File: src/dfdPkg.sv
// Single trace instance; 64-bit entries, 256-entry buffer, 12-bit APB address space
package dfdPkg;

  // ****************************************
  // Widths
  // ****************************************
  localparam int TraceEntryWidth = 64;
  localparam int TimeStampWidth  = 16;
  localparam int RetireCntWidth  = 12;
  localparam int ApbAddrWidth    = 12;
  localparam int ApbDataWidth    = 32;
  localparam int BufDepth        = 256;
  localparam int BufIdxWidth     = 8;

  typedef logic [TraceEntryWidth-1:0] traceEntry_t;
  typedef logic [TimeStampWidth-1:0]  timeStamp_t;
  typedef logic [RetireCntWidth-1:0]  retireCnt_t;
  typedef logic [ApbAddrWidth-1:0]    apbAddr_t;
  typedef logic [ApbDataWidth-1:0]    apbData_t;
  // One extra bit so a full count of BufDepth fits
  typedef logic [BufIdxWidth:0]       bufPtr_t;

  typedef enum logic [2:0] {
    itNone      = 3'd0,
    itBranch    = 3'd1,
    itJump      = 3'd2,
    itException = 3'd3,
    itReturn    = 3'd4
  } instType_e;

  // ****************************************
  // Register map
  // ****************************************
  localparam apbAddr_t RegCtrl    = 12'h000;
  localparam apbAddr_t RegStatus  = 12'h004;
  localparam apbAddr_t RegDbgMask = 12'h008;
  localparam apbAddr_t RegDropCnt = 12'h00C;
  localparam apbAddr_t RegTime    = 12'h010;
  localparam apbAddr_t RegRdIdx   = 12'h014;
  localparam apbAddr_t RegRdLo    = 12'h018;
  localparam apbAddr_t RegRdHi    = 12'h01C;
  localparam apbAddr_t RegClear   = 12'h020;

endpackage

File: src/dbgSignalTracer.sv
// Changes are seen only between consecutive cycles; a change with the slot busy is dropped
`timescale 1ns/1ps

module dbgSignalTracer (
  input  logic                i_clk,
  input  logic                i_rstN,
  input  logic                i_active,
  input  logic                i_dbgEn,
  input  logic [31:0]         i_dbgMask,
  input  dfdPkg::timeStamp_t  i_timeStamp,
  input  logic [31:0]         i_debugBus,
  input  logic                i_grant,
  output logic                o_pktValid,
  output dfdPkg::traceEntry_t o_pkt,
  output logic [31:0]         o_dropCnt
);
  import dfdPkg::*;

  logic [31:0] masked;
  logic [31:0] maskedQ;
  logic        change;
  logic        slotFree;
  logic        load;

  assign masked   = i_debugBus & i_dbgMask;
  assign change   = i_active & i_dbgEn & (masked != maskedQ);
  assign slotFree = ~o_pktValid | i_grant;
  assign load     = change & slotFree;

  // Previous cycle's masked value
  always_ff @(posedge i_clk or negedge i_rstN) begin
    if (!i_rstN) begin
      maskedQ <= '0;
    end else begin
      maskedQ <= masked;
    end
  end

  // ****************************************
  // Slot and drop counter
  // ****************************************
  always_ff @(posedge i_clk or negedge i_rstN) begin
    if (!i_rstN) begin
      o_pktValid <= 1'b0;
      o_dropCnt  <= '0;
    end else begin
      if (load) begin
        o_pktValid <= 1'b1;
      end else if (i_grant) begin
        o_pktValid <= 1'b0;
      end
      if (change && !slotFree) begin
        o_dropCnt <= o_dropCnt + 32'd1;
      end
    end
  end

  // Debug entries leave type and count fields at zero
  always_ff @(posedge i_clk) begin
    if (load) begin
      o_pkt <= {1'b1, 15'b0, i_timeStamp, masked};
    end
  end

endmodule

File: config.mk
export PLATFORM = sky130hd
export DESIGN_NAME = dbgSignalTracer
export DESIGN_NICKNAME = d
export VERILOG_FILES = /design/src/dfdPkg.sv /design/src/dbgSignalTracer.sv
export SDC_FILE = /design/constraint.sdc
export NUM_CORES = 1
export LEC_CHECK = 0
export BUFFER_PORTS_ARGS = -buffer_cell sky130_fd_sc_hd__buf_2
export CORE_AREA = 2 2 102 104
export CTS_BUF_LIST = sky130_fd_sc_hd__clkbuf_4 sky130_fd_sc_hd__clkbuf_8
export CTS_CLUSTER_SIZE = 12
export DETAILED_ROUTE_END_ITERATION = 7
export DIE_AREA = 0 0 104 106
export GPL_ROUTABILITY_DRIVEN = 0
export PLACE_DENSITY = 0.79
export SLEW_MARGIN = 20
export SYNTH_ARGS = -nofsm -noshare
export SYNTH_HDL_FRONTEND = slang
export SYNTH_SLANG_ARGS = --single-unit
File: constraint.sdc
create_clock -name i_clk -period 11.55 [get_ports i_clk]
set_input_delay 3.465 -clock i_clk [delete_from_list [all_inputs] [get_ports i_clk]]
set_output_delay 3.465 -clock i_clk [all_outputs]
set_load 0.03 [all_outputs]
==> summary.md <==
| Metric | Value |
|---|---|
| Status | completed |
| Crit path DAT | between 5 and 6 ns |
| Worst-skew pair later-pin latency | between 0.4 and 0.5 ns |
| RSZ-0062 raised after global routing | no |
| Crit path kind | input pin to flip-flop |
| Total CTS buffers | 17 |
| Setup_tns | 0 ns |
| Initial DRC count | between 150 and 200 |
| Async S/R FF share, synth | 0.575 |
| Int Power | between 0.7 and 0.8 mW |
| Switching share of power | 0.263 |
| Final core utilization | 0.609 |
| Sequential-to-total area share from yosys stat | 0.648 |
| Yosys warns | 0 |
| Root Buffer | clkbuf_8 |
| Tot Pwr | 0.965 mW |
| Drt total wl | 10,800 um |
| Clock Power Share | 0.422 |
| Die area | roughly 0.011 mm^2 |
| DRT Pass-1 Iters | 4 |
| F_max | about 0.19 GHz |
| Post-synth top area share | 0.343 |
| Met3 Track Usage GR | 0.0668 |
| Area overhead of the layout relative to synthesis | 28.6% |
| Crit path time final | around 5.4 ns |
| Netlist cell types | 32 |
| Setup violators final | 0 |
| Min-delay worst type | flip-flop to flip-flop |
| Layout Nets | roughly 630 |
| Final Max Slew Viols | 0 |
| Req. time, crit path | approximately 12 ns |
| Post-route DRC | 0 |
| Lkg Pwr | between 3 and 4 nW |
| Starting Density | 0.474 |
| Max cap viols | 0 |
| Met1 GRT Util | 0.247 |
| DR WL/cell | about 16 um |
| Worst Max-Slew Pin Slew | about 0.86 ns |
| Hold_buf cts | 0 |
| Htree depth | 4 |
| Antenna-violating nets left | 0 |
| Crit-path max FO | 48 |
| Gate power share | 0.109 |
| Sequential share of power | 0.469 |
| Avg Cell Area, Syn | 12.8 um^2 |
| Vias in the first global route | around 3.5k |
| Die X-Extent | around 100 um |
| Switch Pwr | around 0.25 mW |
| Max_slew headroom | 0.424 |
| Share of layout cells above drive strength 1 | 0.383 |
| GR peak layer | met2 |
| Final Skew | 0.0125 ns |
| Antenna violations before repair | 1 |
| Largest net degree at the start of global routing | between 60 and 70 |
| Ports | about 180 |
| Std cell rows | 37 |
| R2r setup slk | between 8 and 9 ns |
| Vias per inst | 5.14 |
| GR Overflow Total | 0 |
| Dominant cell type by area after synthesis | dfrtp_1 |
| Post-synth EDFFs | 48 |
| Clock Sink Count | 113 |
| DP HPWL | between 7000 and 8000 um |
| Clock Path Buffers | 2 |
| Core area | around 0.010 mm^2 |
| DR vias | roughly 3.6k |
| Final hold vios | 0 |
| Critical Path Source Type | input pin |
| First-pass GRT wire length | roughly 17,000 um |
| Setup ws final | ~6.2 ns |
| Cell with the most instances after synthesis | dfrtp_1 |
| Met2 global-route usage | 0.330 |
| Pwr Density | 159 mW/mm^2 |
| Synthesized instance count | 370 |
| Fraction of the cycle the final worst path needs | 0.467 |
| CP Capture Type | flip-flop |
| Port bufs | between 150 and 200 |
| Synth Cell Area | about 0.0047 mm^2 |
| CTS tree | done |
| Place WS | between 5 and 6 ns |
| Synthesis-stage register bit count | around 110 |
| Resized cells post-CTS | 0 |
| VDD IR max | 0.0000720 V |
| Top cells by count, synth | 65 x dfrtp_1, 48 x edfxtp_1, 35 x and3_1 |
| Die Y | ~110 um |
| Area contributors post-synth | dfrtp_1 34%, edfxtp_1 30%, xor2_1 5.5% |
| GR Util All Layers | 0.203 |
| Setup Fix Bufs, Post-CTS | 0 |
| Filler cell count | approximately 810 |
| Clk slew on worst S/H paths | 0.07 ns |
| Main synth FF type | dfrtp_1 |
-- worst max-delay path: stages --
cell	delay, ns
buf_2	0.11
and3_1	0.15
o22ai_1	0.26
nor4_1	0.08
and4_1	0.21
buf_4	0.25
nand3b_1	0.26
nor2_4	0.10
buf_4	0.50
-- placed cells by master, fill, tap and decap left out, types with 2 or more instances in the layout --
master,count
nor4_1,4
clkinv_4,5
dfrtp_1,65
o22ai_1,16
and3_1,35
and4_1,3
inv_6,2
nand3_1,14
bufinv_16,4
nand4_1,7
xor2_1,30
nand2_1,15
buf_4,3
and2_1,32
nor3_1,16
clkbuf_8,17
a21oi_1,32
conb_1,16
buf_2,165
nor2_1,6
nor4_2,10
clkinvlp_4,3
edfxtp_1,48
-- layer usage --
| metal | share of wire | vias to the layer above |
|---|---|---|
| met2 | 0.48 | 167 |
| met1 | 0.41 | 1712 |
| met4 | 0.025 | 0 |
| li1 | - | 1690 |
| met3 | 0.083 | 22 |
| met5 | 0 | - |
-- state kept, by name (all words and copies together) (netlist names) --
name,count
maskedQ,32
o_dropCnt,32
o_pktValid,1
o_pkt,48
-- stage by stage --
step	hold WS, ns	instance area [um^2]	cells
after floorplan	0.649	4790	384
after global placement	0.462	5640	665
after detailed placement	0.474	5640	665
after CTS	0.483	6090	697
after global routing	0.509	6090	698
final	0.480	6090	698
-- cells by family after synthesis --
group,count (synthesis),synth area share
other,2,0.00159
flip-flops,113,0.648
adder cells (fa/ha/maj),1,0.00264
buffers and inverters,24,0.0370
AND/OR/NAND/NOR,150,0.196
XOR/XNOR,31,0.0573
AO/OA/AOI/OAI,48,0.0550
multiplexers,1,0.00238
-- final cells by class --
class                           instances  area (um^2)  area share
Sequential cell                       113         3070       0.504
Timing Repair Buffer                  168          848       0.139
Inverter                                1         3.75    0.000617
Clock buffer                           17          234      0.0384
Clock inverter                         15          209      0.0343
Antenna cell                            1         2.50    0.000411
Multi-Input combinational cell        247         1550       0.255
Tap cell                              136          170      0.0279
-- power groups by stage --
stage / sequential (mW) / combinational [mW] / clock (mW)
2_1_floorplan: 0.486 / 0.0380 / 0
4_1_cts: 0.453 / 0.106 / 0.418
5_1_grt: 0.455 / 0.114 / 0.430
3_5_place_dp: 0.461 / 0.105 / 0
3_3_place_gp: 0.460 / 0.103 / 0
6_report: 0.453 / 0.105 / 0.407
-- final timing paths --
kind / start / endpoint / depth (start not counted)
min reg2reg: o_dropCnt[31]$_DFFE_PN0P_ / o_dropCnt[31]$_DFFE_PN0P_ / 1
max: i_debugBus[29] / o_pkt[9]$_DFFE_PP_ / 9
min in group asynchronous: i_rstN / maskedQ[28]$_DFF_PN0_ / 2
max reg2reg: maskedQ[29]$_DFF_PN0_ / o_pkt[9]$_DFFE_PP_ / 8
max in group asynchronous: i_rstN / maskedQ[22]$_DFF_PN0_ / 2
min: o_dropCnt[31]$_DFFE_PN0P_ / o_dropCnt[31]$_DFFE_PN0P_ / 1
No activity file was read; power rests on OpenSTA's default activity.
