===== config.mk =====
export PLATFORM = sky130hd
export DESIGN_NAME = traceRegs
export DESIGN_NICKNAME = d
export VERILOG_FILES = /design/src/dfdPkg.sv /design/src/traceRegs.sv
export SDC_FILE = /design/constraint.sdc
export NUM_CORES = 1
export LEC_CHECK = 0
export BUFFER_PORTS_ARGS = -buffer_cell sky130_fd_sc_hd__buf_2
export CORE_UTILIZATION = 31
export DETAILED_ROUTE_END_ITERATION = 8
export GPL_ROUTABILITY_DRIVEN = 0
export PLACE_DENSITY_LB_ADDON = 0.08
export SYNTH_ARGS = -nofsm -noshare
export SYNTH_HDL_FRONTEND = slang
export SYNTH_SLANG_ARGS = --single-unit

===== constraint.sdc =====
create_clock -name i_clk -period 4.45 [get_ports i_clk]
set_input_delay 0.445 -clock i_clk [delete_from_list [all_inputs] [get_ports i_clk]]
set_output_delay 0.445 -clock i_clk [all_outputs]
set_load 0.02 [all_outputs]

===== src/dfdPkg.sv =====
// Single trace instance; 64-bit entries, 256-entry buffer, 12-bit APB address space
package dfdPkg;

  // ****************************************
  // Widths
  // ****************************************
  localparam int TraceEntryWidth = 64;
  localparam int TimeStampWidth  = 16;
  localparam int RetireCntWidth  = 12;
  localparam int ApbAddrWidth    = 12;
  localparam int ApbDataWidth    = 32;
  localparam int BufDepth        = 256;
  localparam int BufIdxWidth     = 8;

  typedef logic [TraceEntryWidth-1:0] traceEntry_t;
  typedef logic [TimeStampWidth-1:0]  timeStamp_t;
  typedef logic [RetireCntWidth-1:0]  retireCnt_t;
  typedef logic [ApbAddrWidth-1:0]    apbAddr_t;
  typedef logic [ApbDataWidth-1:0]    apbData_t;
  // One extra bit so a full count of BufDepth fits
  typedef logic [BufIdxWidth:0]       bufPtr_t;

  typedef enum logic [2:0] {
    itNone      = 3'd0,
    itBranch    = 3'd1,
    itJump      = 3'd2,
    itException = 3'd3,
    itReturn    = 3'd4
  } instType_e;

  // ****************************************
  // Register map
  // ****************************************
  localparam apbAddr_t RegCtrl    = 12'h000;
  localparam apbAddr_t RegStatus  = 12'h004;
  localparam apbAddr_t RegDbgMask = 12'h008;
  localparam apbAddr_t RegDropCnt = 12'h00C;
  localparam apbAddr_t RegTime    = 12'h010;
  localparam apbAddr_t RegRdIdx   = 12'h014;
  localparam apbAddr_t RegRdLo    = 12'h018;
  localparam apbAddr_t RegRdHi    = 12'h01C;
  localparam apbAddr_t RegClear   = 12'h020;

endpackage


===== src/traceRegs.sv =====
// APB without wait states or strobes; unmapped offsets give pSlvErr, RegClear reads as 0
`timescale 1ns/1ps

module traceRegs (
  input  logic                i_clk,
  input  logic                i_rstN,
  input  dfdPkg::apbAddr_t    i_pAddr,
  input  logic                i_pSel,
  input  logic                i_pEnable,
  input  logic                i_pWrite,
  input  dfdPkg::apbData_t    i_pWData,
  output dfdPkg::apbData_t    o_pRData,
  output logic                o_pReady,
  output logic                o_pSlvErr,
  input  logic                i_traceStart,
  input  logic                i_traceStop,
  input  dfdPkg::bufPtr_t     i_wrPtr,
  input  logic                i_bufFull,
  input  dfdPkg::traceEntry_t i_rdEntry,
  input  logic [31:0]         i_dropCnt,
  output logic                o_active,
  output logic                o_instEn,
  output logic                o_dbgEn,
  output logic [31:0]         o_dbgMask,
  output dfdPkg::timeStamp_t  o_timeStamp,
  output logic [7:0]          o_rdIdx,
  output logic                o_bufClear
);
  import dfdPkg::*;

  logic     access;
  logic     wrEn;
  logic     regHit;
  apbData_t rdData;

  assign access = i_pSel & i_pEnable;
  assign wrEn   = access & i_pWrite;

  // ****************************************
  // Read decode
  // ****************************************
  always_comb begin
    regHit = 1'b1;
    rdData = '0;
    case (i_pAddr)
      RegCtrl:    rdData = {30'b0, o_dbgEn, o_instEn};
      RegStatus:  rdData = {15'b0, o_active, 6'b0, i_bufFull, i_wrPtr};
      RegDbgMask: rdData = o_dbgMask;
      RegDropCnt: rdData = i_dropCnt;
      RegTime:    rdData = {16'b0, o_timeStamp};
      RegRdIdx:   rdData = {24'b0, o_rdIdx};
      RegRdLo:    rdData = i_rdEntry[31:0];
      RegRdHi:    rdData = i_rdEntry[63:32];
      RegClear:   rdData = '0;
      default:    regHit = 1'b0;
    endcase
  end

  assign o_pRData  = rdData;
  assign o_pReady  = 1'b1;
  assign o_pSlvErr = access & ~regHit;

  // Lasts one cycle because the access phase does
  assign o_bufClear = wrEn & (i_pAddr == RegClear) & i_pWData[0];

  // ****************************************
  // Writable registers
  // ****************************************
  always_ff @(posedge i_clk or negedge i_rstN) begin
    if (!i_rstN) begin
      o_instEn  <= 1'b0;
      o_dbgEn   <= 1'b0;
      o_dbgMask <= '0;
      o_rdIdx   <= '0;
    end else if (wrEn) begin
      case (i_pAddr)
        RegCtrl: begin
          o_instEn <= i_pWData[0];
          o_dbgEn  <= i_pWData[1];
        end
        RegDbgMask: o_dbgMask <= i_pWData;
        RegRdIdx:   o_rdIdx   <= i_pWData[7:0];
        default: ;
      endcase
    end
  end

  // Stop has priority over start
  always_ff @(posedge i_clk or negedge i_rstN) begin
    if (!i_rstN) begin
      o_active <= 1'b0;
    end else if (i_traceStop) begin
      o_active <= 1'b0;
    end else if (i_traceStart) begin
      o_active <= 1'b1;
    end
  end

  // Free-running and wraps silently
  always_ff @(posedge i_clk or negedge i_rstN) begin
    if (!i_rstN) begin
      o_timeStamp <= '0;
    end else begin
      o_timeStamp <= o_timeStamp + 1'b1;
    end
  end

endmodule


==> impl_metrics.yaml <==
outcome:
  outcome: "finished, violations left"
  failed_checks: "design-rule violations"
finish:
  final_cells: 708
  postLayoutCoreUtil_pct: 46.52
  antenna_cells: 0
  regArea_mm2: 0.001476
  fin_nets: 718
  fin_area_mm2: 0.005358
  final_cell_mix: "buf_2 (249), dfrtp_1 (59), mux2_2 (55)"
  syn2layout_area_growth_pct: 44.47
  drive_gt1_share_pct: 60.18
  multi_input_area_mm2: 0.002116
  fillerInstances: 1111
  layout_commonest_cell: "buf_2"
worst_setup_path:
  path_cells: "buf_2, nor4_4, nand4_2, nor3_4, a221o_1, buf_2"
  crit_buf_inv: 2
  cp_slowest_stage_delay_ps: 720
  crit_slowest_cell: "nor3_4"
  path_class: "input port to primary output"
  worstPathMaxFanout: 17
  startpoint_type: "input port"
  worstPathArrival_ps: 2650
  worstPathRequired_ps: 4010
  cpLargestDelayFamily: "simple AND/OR/NAND/NOR gates"
  crit_path_frequent_cell: "buf_2"
  endpoint_kind: "primary output"
yosys:
  yosysUniqueCellTypes: 47
  synth-main-ff-cell: "dfrtp_1"
  syn_area_mm2: 0.003709
  synth_edf_count: 0
  syn_inst: 318
  synth-async-reset-ratio_pct: 100.0
  syn_area_per_cell_um2: 11.66
  synth_warnings: 0
  synth_seq_area_share_pct: 39.81
  ys_ff_latch: 59
  synth.net_count: 476
grt:
  globalRouteOverflowTotal: 0
  antenna_found_initial: 0
  grt_max_degree: 60
  gr-usage-all-layers_pct: 20.47
  grt_first_pass_wirelength_um: 19830
  grt_pass1_vias: 3793
place:
  io_buffers: 249
  dp_cells: 692
  post-place-ws_ps: 1355
  place_area_mm2: 0.005062
  hpwlAfterDp_um: 9478
sta:
  worst_pin_slew_ps: 1040
  slew_viol_final: 0
  rsz0062_at_grt: "false"
  period_needed_ps: 3093
  setup_viol: 0
  period_share_pct: 69.51
  hold_violations: 0
  max_freq_mhz: 323.3
  fin_hold_ws_ps: 271.1
  timing.final.ws_setup_ps: 1357
  slew_headroom_pct: 30.47
  fin_skew_ps: 4.907
  fin_setup_tns_ps: 0
floorplanning:
  dieArea_mm2: 0.01240
  fp.coreArea_mm2: 0.01152
  start_util_pct: 32.20
  rows: 39
  boundaryPins: 251
  die_y_um: 111.4
  die_w_um: 111.4
clocking:
  cts_max_level: 3
  hold_buffers: 0
  cts_setup_buffers: 0
  cts-buffers-inserted: 9
  cts_resized: 0
  clock-sinks: 59
  cts_tree: "built"
  cts_buffer_depth: 2
  clk_pin_slew_worst_paths_ps: 50
  clock_latency_ps: 320
  root_buffer: "clkbuf_16"
worst_hold_path:
  hp-class: "input port to register"
routing:
  dr.pass1.iters: 7
  final_antenna_net_count: 0
  vias_per_cell: 5.168
  drtIter0Drc: 188
  wl_um: 12400
  vias: 3659
  wl_per_cell_um: 17.51
  drc: 28
power:
  ir_drop_mv: 0.1275
  cellPowerDensity_mw_per_mm2: 261.6
  total_power_mw: 1.401
  p_leak_nw: 2.897
job:
  cap_violations: 0
synth_stat cells, types with 4 or more instances:
| cell type | instances | share of area (%) |
|---|---|---|
| nand3_1 | 12 | 1.6 |
| nor2_1 | 16 | 1.6 |
| buf_2 | 7 | 0.94 |
| a22oi_1 | 8 | 1.6 |
| mux4_2 | 8 | 4.9 |
| nor3b_1 | 15 | 3.0 |
| o21ai_0 | 4 | 0.54 |
| nand2_1 | 10 | 1.0 |
| o22ai_1 | 6 | 1.0 |
| dfrtp_1 | 59 | 40 |
| mux2i_1 | 28 | 7.6 |
| a221o_1 | 15 | 4.0 |
| buf_4 | 5 | 1.0 |
| a222oi_1 | 4 | 1.1 |
| mux2_2 | 55 | 17 |
| xnor2_1 | 10 | 2.4 |
| clkbuf_1 | 10 | 1.0 |
| xor2_1 | 4 | 0.94 |
cells by family (layout without fill, tap and decap cells):
logic type / count (synthesis) / count (layout) / synth area share, %
and+or+nand+nor: 77 / 77 / 12.72
other: 1 / 1 / 0.1011
adders and majority gates: 1 / 1 / 0.3373
DFF: 59 / 59 / 39.81
muxes: 92 / 92 / 29.42
xor gates and xnor gates: 14 / 14 / 3.306
buffers and inverters: 25 / 272 / 3.272
AOI/OAI and AO/OA: 49 / 49 / 11.03
routing by layer:
| metal | vias up | global-route usage, % | wire (um) |
|---|---|---|---|
| met5 | - | 0 | 0 |
| met4 | 0 | 6.216 | 137 |
| met3 | 12 | 3.103 | 680 |
| met2 | 148 | 36.46 | 6265 |
| met1 | 1780 | 25.49 | 5313 |
| li1 | 1719 | - | - |
registers in the layout, summed over array words and instances (netlist names):
| name | count |
|---|---|
| o_rdIdx | 8 |
| o_dbgMask | 32 |
| o_dbgEn | 1 |
| o_active | 1 |
| o_timeStamp | 16 |
| o_instEn | 1 |
path summary, 6_finish.rpt:
| path | startpoint | to | slack (ps) | cells after the start |
|---|---|---|---|---|
| worst max register to register | o_timeStamp[6] | o_timeStamp[15] | 2780 | 4 |
| worst min-delay path | i_traceStop | o_active | 270 | 2 |
| worst max-delay path | i_pAddr[9] | o_pRData[27] | 1360 | 6 |
| min in group asynchronous | i_rstN | o_dbgMask[6] | 290 | 2 |
| max in group asynchronous | i_rstN | o_dbgMask[25] | 3670 | 2 |
| worst min register to register | o_timeStamp[15] | o_timeStamp[15] | 500 | 1 |
area by class of cell:
| cell class | count | share of cell area [%] |
|---|---|---|
| inverter | 2 | 0.1401 |
| timing repair buffer | 254 | 23.96 |
| tap | 143 | 3.340 |
| multi-input combinational | 234 | 39.49 |
| sequential | 59 | 27.56 |
| clock buffer | 11 | 4.531 |
| clock inverter | 5 | 0.9808 |
power by group:
part | leakage (nW) | total [mW] | switching, mW | internal (mW)
clock | 0.145 | 0.688 | 0.242 | 0.445
sequential | 0.809 | 0.539 | 0.00126 | 0.538
combinational | 1.94 | 0.174 | 0.0820 | 0.0922
total | 2.90 | 1.40 | 0.326 | 1.08
Power figures use the tool's default switching activity.
