--- src/dfdPkg.sv ---
// Single trace instance; 64-bit entries, 256-entry buffer, 12-bit APB address space
package dfdPkg;

  // ****************************************
  // Widths
  // ****************************************
  localparam int TraceEntryWidth = 64;
  localparam int TimeStampWidth  = 16;
  localparam int RetireCntWidth  = 12;
  localparam int ApbAddrWidth    = 12;
  localparam int ApbDataWidth    = 32;
  localparam int BufDepth        = 256;
  localparam int BufIdxWidth     = 8;

  typedef logic [TraceEntryWidth-1:0] traceEntry_t;
  typedef logic [TimeStampWidth-1:0]  timeStamp_t;
  typedef logic [RetireCntWidth-1:0]  retireCnt_t;
  typedef logic [ApbAddrWidth-1:0]    apbAddr_t;
  typedef logic [ApbDataWidth-1:0]    apbData_t;
  // One extra bit so a full count of BufDepth fits
  typedef logic [BufIdxWidth:0]       bufPtr_t;

  typedef enum logic [2:0] {
    itNone      = 3'd0,
    itBranch    = 3'd1,
    itJump      = 3'd2,
    itException = 3'd3,
    itReturn    = 3'd4
  } instType_e;

  // ****************************************
  // Register map
  // ****************************************
  localparam apbAddr_t RegCtrl    = 12'h000;
  localparam apbAddr_t RegStatus  = 12'h004;
  localparam apbAddr_t RegDbgMask = 12'h008;
  localparam apbAddr_t RegDropCnt = 12'h00C;
  localparam apbAddr_t RegTime    = 12'h010;
  localparam apbAddr_t RegRdIdx   = 12'h014;
  localparam apbAddr_t RegRdLo    = 12'h018;
  localparam apbAddr_t RegRdHi    = 12'h01C;
  localparam apbAddr_t RegClear   = 12'h020;

endpackage

--- src/instTracePacker.sv ---
// Core must hold typed retirements while o_backpressure is high; count saturates at 4095
`timescale 1ns/1ps

module instTracePacker (
  input  logic                i_clk,
  input  logic                i_rstN,
  input  logic                i_active,
  input  logic                i_instEn,
  input  dfdPkg::timeStamp_t  i_timeStamp,
  input  logic [1:0]          i_iRetire,
  input  dfdPkg::instType_e   i_iType,
  input  logic [31:0]         i_iAddr,
  input  logic                i_grant,
  output logic                o_pktValid,
  output dfdPkg::traceEntry_t o_pkt,
  output logic                o_backpressure
);
  import dfdPkg::*;

  logic                    activeQ;
  logic                    startEdge;
  logic                    counting;
  logic                    capture;
  logic                    slotFree;
  logic                    load;
  retireCnt_t              accCnt;
  retireCnt_t              accBase;
  logic [RetireCntWidth:0] sum;
  retireCnt_t              newCnt;

  // First active cycle starts from an empty accumulator
  assign startEdge = i_active & ~activeQ;
  assign counting  = i_active & i_instEn;
  assign accBase   = startEdge ? '0 : accCnt;

  assign sum    = {1'b0, accBase} + {{(RetireCntWidth-1){1'b0}}, i_iRetire};
  assign newCnt = sum[RetireCntWidth] ? '1 : sum[RetireCntWidth-1:0];

  assign capture  = counting & (i_iType != itNone);
  assign slotFree = ~o_pktValid | i_grant;
  assign load     = capture & slotFree;

  // ****************************************
  // Retire accumulator
  // ****************************************
  always_ff @(posedge i_clk or negedge i_rstN) begin
    if (!i_rstN) begin
      activeQ <= 1'b0;
      accCnt  <= '0;
    end else begin
      activeQ <= i_active;
      if (load) begin
        accCnt <= '0;
      end else if (counting) begin
        accCnt <= newCnt;
      end else if (startEdge) begin
        accCnt <= '0;
      end
    end
  end

  // ****************************************
  // Packet slot
  // ****************************************
  always_ff @(posedge i_clk or negedge i_rstN) begin
    if (!i_rstN) begin
      o_pktValid <= 1'b0;
    end else if (load) begin
      o_pktValid <= 1'b1;
    end else if (i_grant) begin
      o_pktValid <= 1'b0;
    end
  end

  // Source bit 0 marks an instruction entry
  always_ff @(posedge i_clk) begin
    if (load) begin
      o_pkt <= {1'b0, i_iType, newCnt, i_timeStamp, i_iAddr};
    end
  end

  // Stall the core while the entry waits for the funnel
  assign o_backpressure = o_pktValid;

endmodule

--- config.mk ---
export PLATFORM = sky130hd
export DESIGN_NAME = instTracePacker
export DESIGN_NICKNAME = d
export VERILOG_FILES = /design/src/dfdPkg.sv /design/src/instTracePacker.sv
export SDC_FILE = /design/constraint.sdc
export NUM_CORES = 1
export LEC_CHECK = 0
export ABC_AREA = 1
export BUFFER_PORTS_ARGS = -buffer_cell sky130_fd_sc_hd__buf_2
export CORE_ASPECT_RATIO = 1.75
export CORE_UTILIZATION = 32
export DETAILED_ROUTE_END_ITERATION = 12
export SETUP_SLACK_MARGIN = 0.3
export SLEW_MARGIN = 20
export SYNTH_ARGS = -nofsm -noshare
export SYNTH_HDL_FRONTEND = slang
export SYNTH_SLANG_ARGS = --single-unit
--- constraint.sdc ---
create_clock -name i_clk -period 2.5 [get_ports i_clk]
set_input_delay 0.125 -clock i_clk [delete_from_list [all_inputs] [get_ports i_clk]]
set_output_delay 0.125 -clock i_clk [all_outputs]
set_load 0.01 [all_outputs]
==> run metrics, run 1 <==
status completed; Total GRT Usage 15.41%; CP Depth 14; Int Pwr 0.002541 W; Mapped Nets 288; Antenna Nets Post-Route 0; Util after Layout 51.98%; Die Span Y 130.7 um; Die Wd 75.56 um; syn_area_per_cell 13.35 um^2; TritonCTS Buffers 9; max incr delay on CP 360 ps; number of global-route vias before repair 2316; crit path DAT 2370 ps; Slew headroom 66.05%; drt drc 0; Max Root-Sink Buffers 2; net switching power figure 0.0007176 W; Starting Density 33.11%; drt first pass iters 4; Crit-path slowest cell fa_2; Clock Skews 6.323 ps; Site Rows 46; Total Wirelength 7411 um; HP Class in2async; initial antenna violation count 0; TritonCTS clock tree built; largest net degree at the start of global routing 42; Power Density 685.1 nW/um^2; Area growth, synth to finish 56.98%; reg2reg setup slack 390 ps; Synth cell types 26; period utilization 84.57%; DP HPWL 4861 um; post-synthesis cell count 227; leakage power 2.170 nW; ANT cells 0; clock slew seen by the registers of the worst setup and hold paths 60 ps; CP Class reg2reg; maximum vdd drop 381.1 uV; max-slew violations 0; fmax 0.4730 GHz; reg2reg start activeQ; Pwr Total 0.003259 W; share of cells above drive strength 1 41.00%; hold violation count in the final report 0; Seq. cell area 2242 um^2; CTS root buf clkbuf_16; DR vias 2383; Crit path required time 2760 ps; CP Max Fanout 8; switching share of power 22.02%; GPL Wtd Cong 0.8881; DR vias/cell 4.397; Bufs and invs on worst path 3; most common cell after layout, fill and taps aside buf_2; total gr overflow 0; final net count 479; most frequent cells in the layout buf_2, edfxtp_1, dlygate4sd3_1; Hold WS 240.4 ps; Main synth FF type edfxtp_1; CP dominant cell by count nor2_4; Clock power frac 41.1%; Worst-Margin Slew 509.3 ps; drt initial violations 82; Port Buffers 122; Critical Path Sink Type flip-flop; Synth Warn # 0; power share of the sequential group 46.4%; Clock Sinks 77; Post-Syn Area 3030 um^2; WL/cell 13.67 um; H-tree depth 3; clock latency on the worst-skew pair 330 ps; footprint of the multi-input gates 686.9 um^2; core area 9151 um^2; EDFF count, synth 63; num ports 124; crit-path leading delay family simple AND/OR/NAND/NOR gates; min cycle time layout 2114 ps; Die Area 9878 um^2; Worst Setup SP activeQ; max-cap viol count 0; CP cell instances inv_2 -> nand2_4 -> inv_4 -> nor2_4 -> ha_4 -> inv_2 -> fa_2 -> nor2_4 -> nand3_2 -> nor2_4 -> nand4_4 -> nand3_2 -> nor2_1 -> nor2_1; pre-CTS WS 254.6 ps; RSZ-0062 raised after global routing true; synthesized flop and latch total 77; first-pass GRT wire length 10870 um; asr flop ratio synth 18.18%; post-synthesis sequential area ratio 73.99%; Final WS setup 385.6 ps; Final TNS setup 0 ps; Comb power frac 12.5%; # setup viols final 0; R2R depth 14; number of fillers in the final layout 778; nature of the critical path startpoint flip-flop
-- state kept, by name, summed over array words and instances (netlist names) --
| name | cells |
|---|---|
| o_backpressure | 1 |
| o_pkt | 63 |
| activeQ | 1 |
| accCnt | 12 |
-- what timing repair did --
action,CTS,global route
buffers inserted,0,4
hold endpoints to repair,67,0
pin swaps,0,4
hold buffers,54,0
endpoints found under the setup margin,4,24
cloned,1,0
gates resized for setup,0,21
-- power by group through the flow --
stage                     clock network, W  registers, W  logic (W)
after floorplan                          0       0.00156   0.000154
after global placement                   0       0.00153   0.000312
after detailed placement                 0       0.00154   0.000319
after CTS                          0.00138       0.00151   0.000388
after global routing               0.00142       0.00152   0.000454
final                              0.00134       0.00151   0.000409
-- final cells by class --
| class | count | area share (%) |
|---|---|---|
| sequential | 77 | 47.13 |
| timing repair buffer | 186 | 25.93 |
| multi-input combinational | 109 | 14.44 |
| clock buffer | 11 | 4.892 |
| tap | 120 | 3.156 |
| inverter | 35 | 2.893 |
| clock inverter | 4 | 1.552 |
-- metal layers --
metal	track usage (%)	vias to the layer above	share of wire (%)	wire, um
met5	0	-	0	0
met4	9.041	0	2.8	209
met3	3.834	16	4.3	317
met2	28.99	82	59	4342
met1	14.33	1134	34	2541
li1	-	1151	-	-
-- synthesized netlist by cell type, drive strengths merged, types with 2 or more instances --
| master | instances | share of area, % |
|---|---|---|
| buf | 7 | 1.9 |
| dfrtp | 14 | 12 |
| edfxtp | 63 | 62 |
| ha | 2 | 0.83 |
| inv | 35 | 4.3 |
| nand2 | 32 | 4.2 |
| nand3 | 24 | 4.5 |
| nand4 | 3 | 1.1 |
| nor2 | 23 | 3.8 |
| nor3 | 2 | 0.33 |
| o21ai | 11 | 1.8 |
| o21bai | 3 | 0.87 |
| xor2 | 4 | 1.2 |
-- through the flow --
stage / cell area (um^2) / std cells
detailed placement: 3786 / 468
floorplan: 3037 / 227
CTS: 4646 / 538
finish: 4757 / 542
global route: 4757 / 542
global placement: 3786 / 468
-- path summary, 6_finish.rpt --
kind | end
min | accCnt[4]
min in group i_clk | o_pkt[48]
max reg2reg | accCnt[8]
min reg2reg | o_backpressure
max in group asynchronous | accCnt[10]
max | accCnt[8]
-- cells by family (layout without fill, tap and decap cells) --
| family | after synthesis | after routing | share of synthesized area, % |
|---|---|---|---|
| simple gates | 85 | 86 | 14.20 |
| flops | 77 | 77 | 73.99 |
| buf+inv | 42 | 236 | 6.193 |
| compound gates | 15 | 15 | 2.848 |
| xor+xnor | 4 | 4 | 1.156 |
| fa+ha+maj | 3 | 3 | 1.486 |
| other cells | 1 | 1 | 0.1237 |
(Power assumes the default switching activity.)
==> run 2, diff against run 1 <==
==> constraint.sdc (replaced) <==
create_clock -name i_clk -period 2.1 [get_ports i_clk]
set_input_delay 0.105 -clock i_clk [delete_from_list [all_inputs] [get_ports i_clk]]
set_output_delay 0.105 -clock i_clk [all_outputs]
set_load 0.01 [all_outputs]
==> run metrics, run 2 (synthesis results as in run 1) <==
total gr overflow 0 (unchanged); Site Rows 46 (unchanged); largest net degree at the start of global routing 47 (+12%); Crit-path slowest cell fa_2; number of global-route vias before repair 2308 (-0.35%); Placed Area 3850 um^2 (+1.7%); HP Class in2async; final net count 481 (+0.42%); Die Span Y 130.7 um (unchanged); max-slew violations 0 (unchanged); status completed; CP Max Fanout 8 (unchanged); Total GRT Usage 15.07% (-0.34 points); CP Class reg2reg; DR vias 2359 (-1.0%); leakage power 2.165 nW (-0.20%); maximum vdd drop 381.9 uV (+0.20%); crit path DAT 2320 ps (-50 ps); share of cells above drive strength 1 42.82% (+1.8 points); placed cells 471 (+0.64%); Port Buffers 122 (unchanged); clock latency on the worst-skew pair 330 ps (about the same); Die Area 9878 um^2 (unchanged); TritonCTS clock tree built; WL/cell 12.87 um (-5.9%); Antenna Nets Post-Route 0 (unchanged); Die Wd 75.56 um (unchanged); Area growth, synth to finish 57.76%; most frequent cells in the layout buf_2, edfxtp_1, dlygate4sd3_1; nature of the critical path startpoint flip-flop; Bufs and invs on worst path 5 (+2); Layout Cells excl Fill 545 (+0.55%); max reg flops 63 (unchanged); Hold WS 211.6 ps (-28.82 ps); Total Wirelength 7015 um (-5.3%); drt initial violations 58 (-29%); largest register by flop count o_pkt; Clock Sinks 77 (unchanged); hold violation count in the final report 0 (unchanged); first-pass GRT wire length 10610 um (-2.4%); TritonCTS Buffers 9 (unchanged); GPL Wtd Cong 0.8478 (-4.5%); Starting Density 33.11% (unchanged); Pwr Total 0.003783 W (+16%); initial antenna violation count 0 (unchanged); Final TNS setup 0 ps (unchanged); core area 9151 um^2 (unchanged); drt drc 0 (unchanged); CP dominant cell by count nor2_4; max incr delay on CP 360 ps (about the same); Crit path required time 2370 ps (-390 ps); # setup viols final 0 (unchanged); clock slew seen by the registers of the worst setup and hold paths 60 ps (about the same); drt first pass iters 4 (unchanged); Finished Cell Area 4781 um^2 (+0.50%); Clock Skews 4.960 ps (-1.363 ps); Power Density 791.4 nW/um^2 (+16%); period utilization 97.92% (+13 points); H-tree depth 3 (unchanged); CTS root buf clkbuf_16; most common cell after layout, fill and taps aside buf_2; num ports 124 (unchanged); crit-path leading delay family simple AND/OR/NAND/NOR gates; CP cell instances inv_2 -> nand2_4 -> inv_6 -> nor2_4 -> ha_4 -> inv_2 -> fa_2 -> nor2_4 -> nand3_2 -> nor2_4 -> buf_4 -> nand4_4 -> nand3_1 -> nand3_1 -> inv_1; Max Root-Sink Buffers 2 (unchanged); fmax 0.4863 GHz (+2.8%); largest registers in the final layout o_pkt: 63 flops, accCnt: 12 flops; DR vias/cell 4.328 (-1.6%); DP HPWL 4713 um (-3.0%); max-cap viol count 0 (unchanged); Critical Path Sink Type flip-flop; ANT cells 0 (unchanged); RSZ-0062 raised after global routing true; min cycle time layout 2056 ps (-58.00 ps)
-- run 2: metal layers --
| layer | global-route usage (%) | part of all wire, % |
|---|---|---|
| met5 | 0 | 0 |
| met4 | 9.804 | 2.5 |
| met3 | 3.221 | 4.4 |
| met2 | 28.20 | 57 |
| met1 | 14.06 | 36 |
-- run 2: path summary, 6_finish.rpt --
check | start | endpoint | slack (ps) | cells past startpoint
max in group asynchronous | i_rstN | accCnt[9] | 1620 | 2
worst min register to register | o_backpressure | o_backpressure | 610 | 2
worst max-delay path | activeQ | accCnt[4] | 40 | 15
worst min-delay path | i_rstN | accCnt[1] | 210 | 2
worst max register to register | activeQ | accCnt[4] | 40 | 15
min in group i_clk | i_iRetire[0] | o_pkt[48] | 210 | 4
-- run 2: through the flow --
stage          setup WS [ps]  utilization, %
2_1_floorplan         -12.80               -
3_3_place_gp           11.99           42.07
3_5_place_dp          -46.68           42.07
4_1_cts                48.97           51.57
5_1_grt               -81.92           52.24
6_report               43.64           52.24
-- run 2: repair_timing --
action,in CTS,in global routing
hold buffers,53,1
gates resized for setup,6,12
pin swaps,8,8
setup endpoints to repair,24,24
buffers inserted,2,1
cloned,1,0
hold endpoints to repair,67,1
-- run 2: area by class of cell --
class	instances	area, um^2
clock buffer	10	229.0
multi-input combinational	109	700.7
tap	120	150.1
inverter	35	142.6
timing repair buffer	188	1254
sequential	77	2242
clock inverter	6	62.56
fill	774	4370
-- run 2: worst register-to-register path, delay by kind of cell, from the launching register on --
kind | cells | cell delay, ps
fa+ha+maj | 2 | 500
buf+inv | 5 | 320
flops | 1 | 330
simple gates | 8 | 850
-- run 2: power by group --
group	switching, W	leakage [nW]	total, W	internal (W)
Sequential	0.0000360	0.765	0.00180	0.00176
Clock	0.000578	0.137	0.00150	0.000917
Combinational	0.000258	1.26	0.000488	0.000231
Total	0.000872	2.17	0.00378	0.00291
==> run 3, diff against run 2 <==
--- a/config.mk
+++ b/config.mk
@@ -8,6 +8,7 @@
 export ABC_AREA = 1
 export BUFFER_PORTS_ARGS = -buffer_cell sky130_fd_sc_hd__buf_2
 export CORE_ASPECT_RATIO = 1.75
+export CORE_MARGIN = 5
 export CORE_UTILIZATION = 32
 export DETAILED_ROUTE_END_ITERATION = 12
 export SETUP_SLACK_MARGIN = 0.3
==> run metrics, run 3 (synthesis results as in run 1) <==
status completed; RSZ-0062 raised after global routing true; CTS root buf clkbuf_16; # setup viols final 0 (unchanged); leakage power 2.173 nW (+0.36%); CP Class reg2reg; core area 9350 um^2 (+2.2%); DP HPWL 5247 um (+11%); total gr overflow 0 (unchanged); Site Rows 47 (+2.2%); Hold WS 204.8 ps (-6.854 ps); share of cells above drive strength 1 41.88% (-0.94 points); fmax 0.4795 GHz (-1.4%); min cycle time layout 2086 ps (+29.33 ps); Max Root-Sink Buffers 2 (unchanged); max reg flops 63 (unchanged); clock latency on the worst-skew pair 330 ps (about the same); nature of the critical path startpoint flip-flop; num ports 124 (unchanged); power share of the sequential group 47.5% (about the same); ANT cells 0 (unchanged); most common cell after layout, fill and taps aside buf_2; Comb power frac 13.2% (+0.3 points); Critical Path Sink Type flip-flop; drt first pass iters 4 (unchanged); drt initial violations 66 (+14%); TritonCTS clock tree built; Die Area 11590 um^2 (+17%); Die Span Y 138.7 um (+6.1%); final net count 481 (unchanged); H-tree depth 3 (unchanged); max-cap viol count 0 (unchanged); WL/cell 14.12 um (+9.7%); DR vias 2377 (+0.76%); max incr delay on CP 360 ps (about the same); Area growth, synth to finish 57.47%; initial antenna violation count 0 (unchanged); number of global-route vias before repair 2441 (+5.8%); most frequent cells in the layout buf_2, edfxtp_1, dlygate4sd3_1; hold violation count in the final report 0 (unchanged); CP cell instances inv_2 -> nand2_4 -> inv_6 -> nor2_4 -> ha_4 -> inv_2 -> fa_2 -> nor2_4 -> nand3_4 -> nor2_4 -> nand4_4 -> nand3_2 -> nor2_1 -> nor2_1; first-pass GRT wire length 12150 um (+14%); Clock Skews 4.330 ps (-0.6306 ps); Total GRT Usage 13.62% (-1.5 points); CP Max Fanout 8 (unchanged); Port Buffers 122 (unchanged); clock slew seen by the registers of the worst setup and hold paths 60 ps (about the same); largest registers in the final layout o_pkt: 63 flops, accCnt: 12 flops; Final WS setup 14.31 ps (-29.33 ps); Starting Density 32.41% (-0.70 points); largest register by flop count o_pkt; Clock power frac 39.3% (-0.2 points); TritonCTS Buffers 9 (unchanged); Crit path required time 2360 ps (about the same); drt drc 0 (unchanged); switching share of power 22.89% (-0.16 points); max-slew violations 0 (unchanged); maximum vdd drop 447.7 uV (+17%); largest net degree at the start of global routing 49 (+4.3%); Power Density 793.4 nW/um^2 (+0.26%); GPL Wtd Cong 0.8480 (about the same); Clock Sinks 77 (unchanged); DR vias/cell 4.346 (+0.39%); net switching power figure 0.0008665 W (-0.60%); crit path DAT 2350 ps (+30 ps); HP Class in2reg; period utilization 99.32% (+1.4 points); pre-CTS WS -97.25 ps (-50.56 ps); CP dominant cell by count nor2_4; Total Wirelength 7721 um (+10%); Int Pwr 0.002920 W (+0.28%); Crit-path slowest cell fa_2; Antenna Nets Post-Route 0 (unchanged); Die Wd 83.56 um (+11%)
[run 3: cell type report]
cell class | count | area, um^2
tap | 122 | 152.6
timing repair buffer | 188 | 1254
multi-input combinational | 109 | 698.2
clock inverter | 4 | 48.80
clock buffer | 12 | 236.5
inverter | 35 | 140.1
sequential | 77 | 2242
fill | 806 | 4578
[run 3: what timing repair did]
action	4_1_cts	5_1_grt
buffers inserted	3	1
pin swaps	6	6
hold buffers	54	0
setup endpoints to repair	24	24
hold endpoints to repair	67	0
cloned	1	0
gates resized for setup	10	4
[run 3: critical path, delay by kind of cell (launching register included)]
family,cells,cell delay [ps]
fa+ha+maj,2,500
buf+inv,3,100
flops,1,340
simple gates,9,1070
[run 3: path summary, 6_finish.rpt]
path	startpoint	to	slack (ps)	depth (start not counted)
setup / recovery	activeQ	accCnt[9]	10	14
hold / removal	i_iRetire[0]	o_pkt[48]	200	4
setup reg to reg	activeQ	accCnt[9]	10	14
hold reg to reg	o_backpressure	o_backpressure	610	2
max in group asynchronous	i_rstN	accCnt[8]	1610	2
min in group asynchronous	i_rstN	accCnt[1]	220	2
[run 3: stage by stage]
step / setup TNS [ps] / area (um^2) / power, W / instances / util [%]
after detailed placement: -637.1 / 3845 / 0.002227 / 472 / 41.12
after global routing: -1784 / 4772 / 0.003954 / 547 / 51.04
after floorplan: -25.62 / 3072 / 0.002051 / 227 / -
after global placement: 0 / 3845 / 0.002218 / 472 / 41.12
final: 0 / 4772 / 0.003786 / 547 / 51.04
after CTS: 0 / 4750 / 0.003834 / 546 / 50.80
[run 3: power groups by stage]
| stage | Clock, W | Sequential [W] | Combinational (W) |
|---|---|---|---|
| after detailed placement | 0 | 0.00183 | 0.000399 |
| after global placement | 0 | 0.00183 | 0.000390 |
| after CTS | 0.00154 | 0.00180 | 0.000498 |
| after floorplan | 0 | 0.00186 | 0.000192 |
| final | 0.00149 | 0.00180 | 0.000498 |
| after global routing | 0.00159 | 0.00181 | 0.000552 |
[run 3: per-layer routing]
| layer | up-vias | wire length [um] | GRT usage (%) |
|---|---|---|---|
| met2 | 92 | 4365 | 26.10 |
| met5 | - | 0 | 0 |
| met4 | 0 | 257 | 6.441 |
| li1 | 1150 | - | - |
| met1 | 1115 | 2607 | 12.30 |
| met3 | 20 | 490 | 4.875 |
